<file path="config.mk">
export PLATFORM = sky130hd
export DESIGN_NAME = cache_control
export DESIGN_NICKNAME = d
export VERILOG_FILES = /design/src/cache_pkg.sv /design/src/cache_control.sv
export SDC_FILE = /design/constraint.sdc
export NUM_CORES = 1
export LEC_CHECK = 0
export BUFFER_PORTS_ARGS = -buffer_cell sky130_fd_sc_hd__buf_2
export CORE_AREA = 2 2 39 41
export CTS_CLUSTER_DIAMETER = 100
export DETAILED_ROUTE_END_ITERATION = 6
export DIE_AREA = 0 0 41 43
export GPL_ROUTABILITY_DRIVEN = 0
export GPL_TIMING_DRIVEN = 1
export PLACE_DENSITY_LB_ADDON = 0.05
export SYNTH_ARGS = -nofsm -noshare
export SYNTH_HDL_FRONTEND = slang
export SYNTH_SLANG_ARGS = --single-unit
export TNS_END_PERCENT = 5
</file>
<file path="constraint.sdc">
create_clock -name clk -period 1.41 [get_ports clk]
set_input_delay 0 -clock clk [delete_from_list [all_inputs] [get_ports clk]]
set_output_delay 0 -clock clk [all_outputs]
set_load 0.01 [all_outputs]
</file>
<file path="src/cache_pkg.sv">
package cache_pkg;

    // Line geometry is fixed, only the set count is a parameter
    localparam int offset_bits = 5;
    localparam int addr_bits   = 32;
    localparam int line_bytes  = 2 ** offset_bits;
    localparam int line_bits   = 8 * line_bytes;

    // Byte address on both ports
    typedef logic [addr_bits-1:0] addr_t;

    // One full cache line
    typedef logic [line_bits-1:0] line_t;

    // One enable bit per byte of a line
    typedef logic [line_bytes-1:0] byte_en_t;

    // Source of data written into a data array
    typedef enum logic {
        datamux_cpu_wdata,
        datamux_mem_rdata
    } datamux_sel_t;

    // Source of the memory-side line address
    typedef enum logic [1:0] {
        addrmux_cpu_addr,
        addrmux_tag0_addr,
        addrmux_tag1_addr
    } addrmux_sel_t;

    // Controller states
    typedef enum logic [2:0] {
        idle,
        compare,
        write_back,
        wb_release,
        allocate,
        alloc_release,
        done
    } cache_state_t;

endpackage : cache_pkg

</file>
<file path="src/cache_control.sv">
module cache_control (
    input  logic                    clk,
    input  logic                    arst_n,

    input  logic                    cpu_req,
    input  logic                    cpu_write,
    output logic                    cpu_ack,
    output logic                    mem_req,
    output logic                    mem_write,
    input  logic                    mem_ack,

    input  logic                    hit,
    input  logic                    hit_way,
    input  logic                    lru_way,
    input  logic                    lru_dirty,

    output logic [1:0]              load_tag,
    output logic [1:0]              set_valid,
    output logic [1:0]              load_dirty,
    output logic [1:0]              dirty_in,
    output logic [1:0]              load_data,
    output logic                    load_lru,
    output logic                    lru_in,
    output cache_pkg::datamux_sel_t datamux_sel,
    output cache_pkg::addrmux_sel_t addrmux_sel
);

    cache_pkg::cache_state_t state;
    cache_pkg::cache_state_t next_state;

    always_comb begin
        next_state  = state;
        load_tag    = '0;
        set_valid   = '0;
        load_dirty  = '0;
        dirty_in    = '0;
        load_data   = '0;
        load_lru    = 1'b0;
        lru_in      = ~hit_way;
        datamux_sel = cache_pkg::datamux_cpu_wdata;
        addrmux_sel = cache_pkg::addrmux_cpu_addr;

        unique case (state)
            cache_pkg::idle: begin
                if (cpu_req) begin
                    next_state = cache_pkg::compare;
                end
            end
            cache_pkg::compare: begin
                if (hit) begin
                    // LRU moves to the other way on every hit
                    load_lru = 1'b1;
                    if (cpu_write) begin
                        load_data[hit_way]  = 1'b1;
                        load_dirty[hit_way] = 1'b1;
                        dirty_in[hit_way]   = 1'b1;
                    end
                    next_state = cache_pkg::done;
                end else if (lru_dirty) begin
                    next_state = cache_pkg::write_back;
                end else begin
                    next_state = cache_pkg::allocate;
                end
            end
            cache_pkg::write_back, cache_pkg::wb_release: begin
                // Victim address rebuilt from its stored tag
                addrmux_sel = lru_way ? cache_pkg::addrmux_tag1_addr
                                      : cache_pkg::addrmux_tag0_addr;
                if (state == cache_pkg::write_back && mem_ack) begin
                    next_state = cache_pkg::wb_release;
                end else if (state == cache_pkg::wb_release && !mem_ack) begin
                    next_state = cache_pkg::allocate;
                end
            end
            cache_pkg::allocate: begin
                datamux_sel = cache_pkg::datamux_mem_rdata;
                if (mem_ack) begin
                    // Fill lands clean in the victim way
                    load_data[lru_way]  = 1'b1;
                    load_tag[lru_way]   = 1'b1;
                    set_valid[lru_way]  = 1'b1;
                    load_dirty[lru_way] = 1'b1;
                    next_state = cache_pkg::alloc_release;
                end
            end
            cache_pkg::alloc_release: begin
                if (!mem_ack) begin
                    next_state = cache_pkg::compare;
                end
            end
            cache_pkg::done: begin
                if (!cpu_req) begin
                    next_state = cache_pkg::idle;
                end
            end
            default: begin
                next_state = cache_pkg::idle;
            end
        endcase
    end

    // Handshake outputs are registered from the next state
    always_ff @(posedge clk or negedge arst_n) begin
        if (!arst_n) begin
            state     <= cache_pkg::idle;
            cpu_ack   <= 1'b0;
            mem_req   <= 1'b0;
            mem_write <= 1'b0;
        end else begin
            state     <= next_state;
            cpu_ack   <= (next_state == cache_pkg::done);
            mem_req   <= (next_state == cache_pkg::write_back) ||
                         (next_state == cache_pkg::allocate);
            mem_write <= (next_state == cache_pkg::write_back);
        end
    end

    // Memory request held until acknowledged
    a_mem_req_held: assert property (
        @(posedge clk) disable iff (!arst_n) (mem_req && !mem_ack) |=> mem_req
    );

    // No acknowledge without a pending CPU request
    a_cpu_ack_needs_req: assert property (
        @(posedge clk) disable iff (!arst_n) (!cpu_req && !cpu_ack) |=> !cpu_ack
    );

endmodule : cache_control

</file>
==> results.yml <==
outcome:
  status: "complete, but fails checks"
  violations: "setup timing"
sta:
  finClkSkew_ns: 0.00102
  drv_slew: 0
  worst_pin_slew_ns: 0.345
  max_freq_mhz: 687
  timing.final.ws_setup_ns: -0.0457
  rsz0062_at_grt: "yes"
  tns_ns: -0.135
  fin_crit_ns: 1.46
  period_share_pct: 103
  relSlewSlack_pct: 77.0
  hold_viol_final: 0
  setup_viol: 5
critical_path:
  r2r_setup_slack_ns: -0.02
  path_max_fanout: 3
  start_kind: "flip-flop"
  worstSetupEndpointType: "output pin"
  worstReg2RegStart: "state[2]"
  required_ns: 1.41
  reg2reg_depth: 5
  worstPathArrival_ns: 1.46
  path_class: "reg -> out"
  r2r-end: "mem_req"
synth:
  synth_common_cells: "dfrtp_1, buf_4, inv_1, nand2_1, nor2_1"
  synth_top_area_cell: "dfrtp_1"
  ys_warn_count: 0
  syn_nets: 56
  synth_seq_cells: 6
  synthTopCellsByArea: "dfrtp_1, buf_4, nor3b_2"
  synth_ff_type: "dfrtp_1"
  synth.top_cell.area_share_pct: 34.8
  postSynthCellCount: 47
  synth-seq-area-share_pct: 34.8
  yosysMostFrequentCell: "dfrtp_1"
  synthArstFlopShare_pct: 100
  synth_edf_count: 0
  synth.cell_area_um2: 432
  synth_cell_types: 27
  avgSynthCellArea_um2: 9.18
placement:
  placedInstanceArea_um2: 584
  pre_cts_slack_ns: 0.0414
  io_buffer_count: 26
  dp_hpwl_um: 822
flow_run:
  drv_cap: 0
route:
  via_count: 473
  routed_wl_um: 1090
  via_per_inst: 4.78
  highest_layer: "met4"
  drtPass1Iterations: 3
  routed-wl-met2_um: 595
  drc: 0
  ant_nets: 0
  wl_per_cell_um: 11.1
  drt_first_iter_violations: 2
  m1WireLength_um: 409
  routed-wl-met3_um: 72
power_and_ir_drop:
  switching_share_pct: 39.9
  power_density_nw_per_um2: 1940
  power_leakage_nw: 0.376
  power_frac_clock_pct: 10.7
  combPwrFrac_pct: 66.4
  seqPwrFrac_pct: 22.9
  netSwitchingPower_uw: 557
  internal_power_uw: 840
  peakVddDrop_mv: 0.867
grt:
  grt_pass1_vias: 399
  grt_pass1_wl_um: 1610
  grt_overflow: 0
  antenna_found_initial: 0
  grt_max_degree: 9
  track_usage_pct: 13.9
cells_and_area:
  synthToLayoutAreaGrowth_pct: 66.7
  num-nets-final: 94
  fillCellCount: 142
  layout-drive-gt1-share_pct: 67.5
  antennaDiodeCount: 0
  stdcell_area_um2: 719
clocking:
  clkTransAtPathRegs_ns: 0.04
  cts_tree: "built"
  htreeDepth: 1
  clock-sinks: 6
  clk_latency_ns: 0.24
  cts_made_buffers: 3
  cts_buffer_depth: 2
  cts_root_buffer: "clkbuf_4"
floorplanning:
  io_pins: 27
  core_um2: 1380
  die_h_um: 43
  start_util_pct: 31.2
  die_area_um2: 1760
  die_w_um: 41
  rows: 14
worst_hold_path:
  hold_path_class: "in -> async"
layout by cell type, fill, tap and decap left out, types with 2 or more instances in the layout:
cell type	count
or2b_1	2
and3_4	2
dfrtp_1	4
buf_6	2
nand2_1	3
buf_2	24
dfrtp_2	2
nor2b_1	2
nor2_1	2
buf_4	11
nand3b_1	2
inv_1	3
clkbuf_4	3
worst max-delay path, stage by stage, from the launching register on:
cell	delay, ns
dfrtp_2	0.40
buf_4	0.14
nand2b_4	0.07
nor3b_4	0.05
and3_4	0.18
or2_4	0.25
buf_6	0.12
cell type report:
type	count	area (um^2)	share of cell area, %
timing repair buffer	38	235	32.7
inverter	4	15.0	2.09
clock buffer	3	22.5	3.13
tap	16	20.0	2.78
multi-input combinational	32	274	38.1
sequential	6	153	21.2
power groups by stage:
stage | logic, mW | registers (mW) | clock network, mW
detailed placement | 0.693 | 0.325 | 0
floorplan | 0.474 | 0.322 | 0
CTS | 0.861 | 0.312 | 0.156
global route | 1.02 | 0.333 | 0.165
global placement | 0.704 | 0.326 | 0
finish | 0.928 | 0.320 | 0.150
metrics by stage:
stage	std cells	utilization (%)	power, mW	hold slack (ns)
6_report	99	52.0	1.40	0.110
5_1_grt	99	52.0	1.52	0.106
4_1_cts	98	49.3	1.33	0.107
3_5_place_dp	88	42.2	1.02	-0.173
3_3_place_gp	88	42.2	1.03	-0.171
2_1_floorplan	47	-	0.796	-0.296
metal layers:
metal / track usage, % / up-vias
li1: - / 234
met1: 16.0 / 220
met2: 22.2 / 17
met3: 1.57 / 2
met4: 10.0 / 0
met5: 0 / -
registers in the layout, indices dropped and copies added, names as in the netlist:
| signal | count |
|---|---|
| state | 3 |
| mem_write | 1 |
| mem_req | 1 |
| cpu_ack | 1 |
logic make-up (layout without fill, tap and decap cells):
group	after synthesis	count (layout)	synth area share, %
and+or+nand+nor	24	24	36.5
AOI/OAI and AO/OA	8	8	15.7
DFF	6	6	34.8
buffers and inverters	9	45	13.0
timing repair:
item	CTS	global route
gates resized for setup	4	6
cloned	0	0
setup buffers	6	1
hold endpoints to repair	6	0
pin swaps	5	4
setup endpoints to repair	10	13
hold buffers	1	0
worst max path at each step:
stage / endpoint / slack [ns] / from
2_1_floorplan: load_dirty[1] / -0.05 / state[2]
4_1_cts: load_dirty[1] / -0.06 / state[2]
3_5_place_dp: mem_req / 0.04 / state[2]
6_report: load_data[1] / -0.05 / state[0]
3_3_place_gp: mem_req / 0.03 / state[2]
5_1_grt: load_data[1] / -0.13 / state[2]
(Power assumes the default switching activity.)
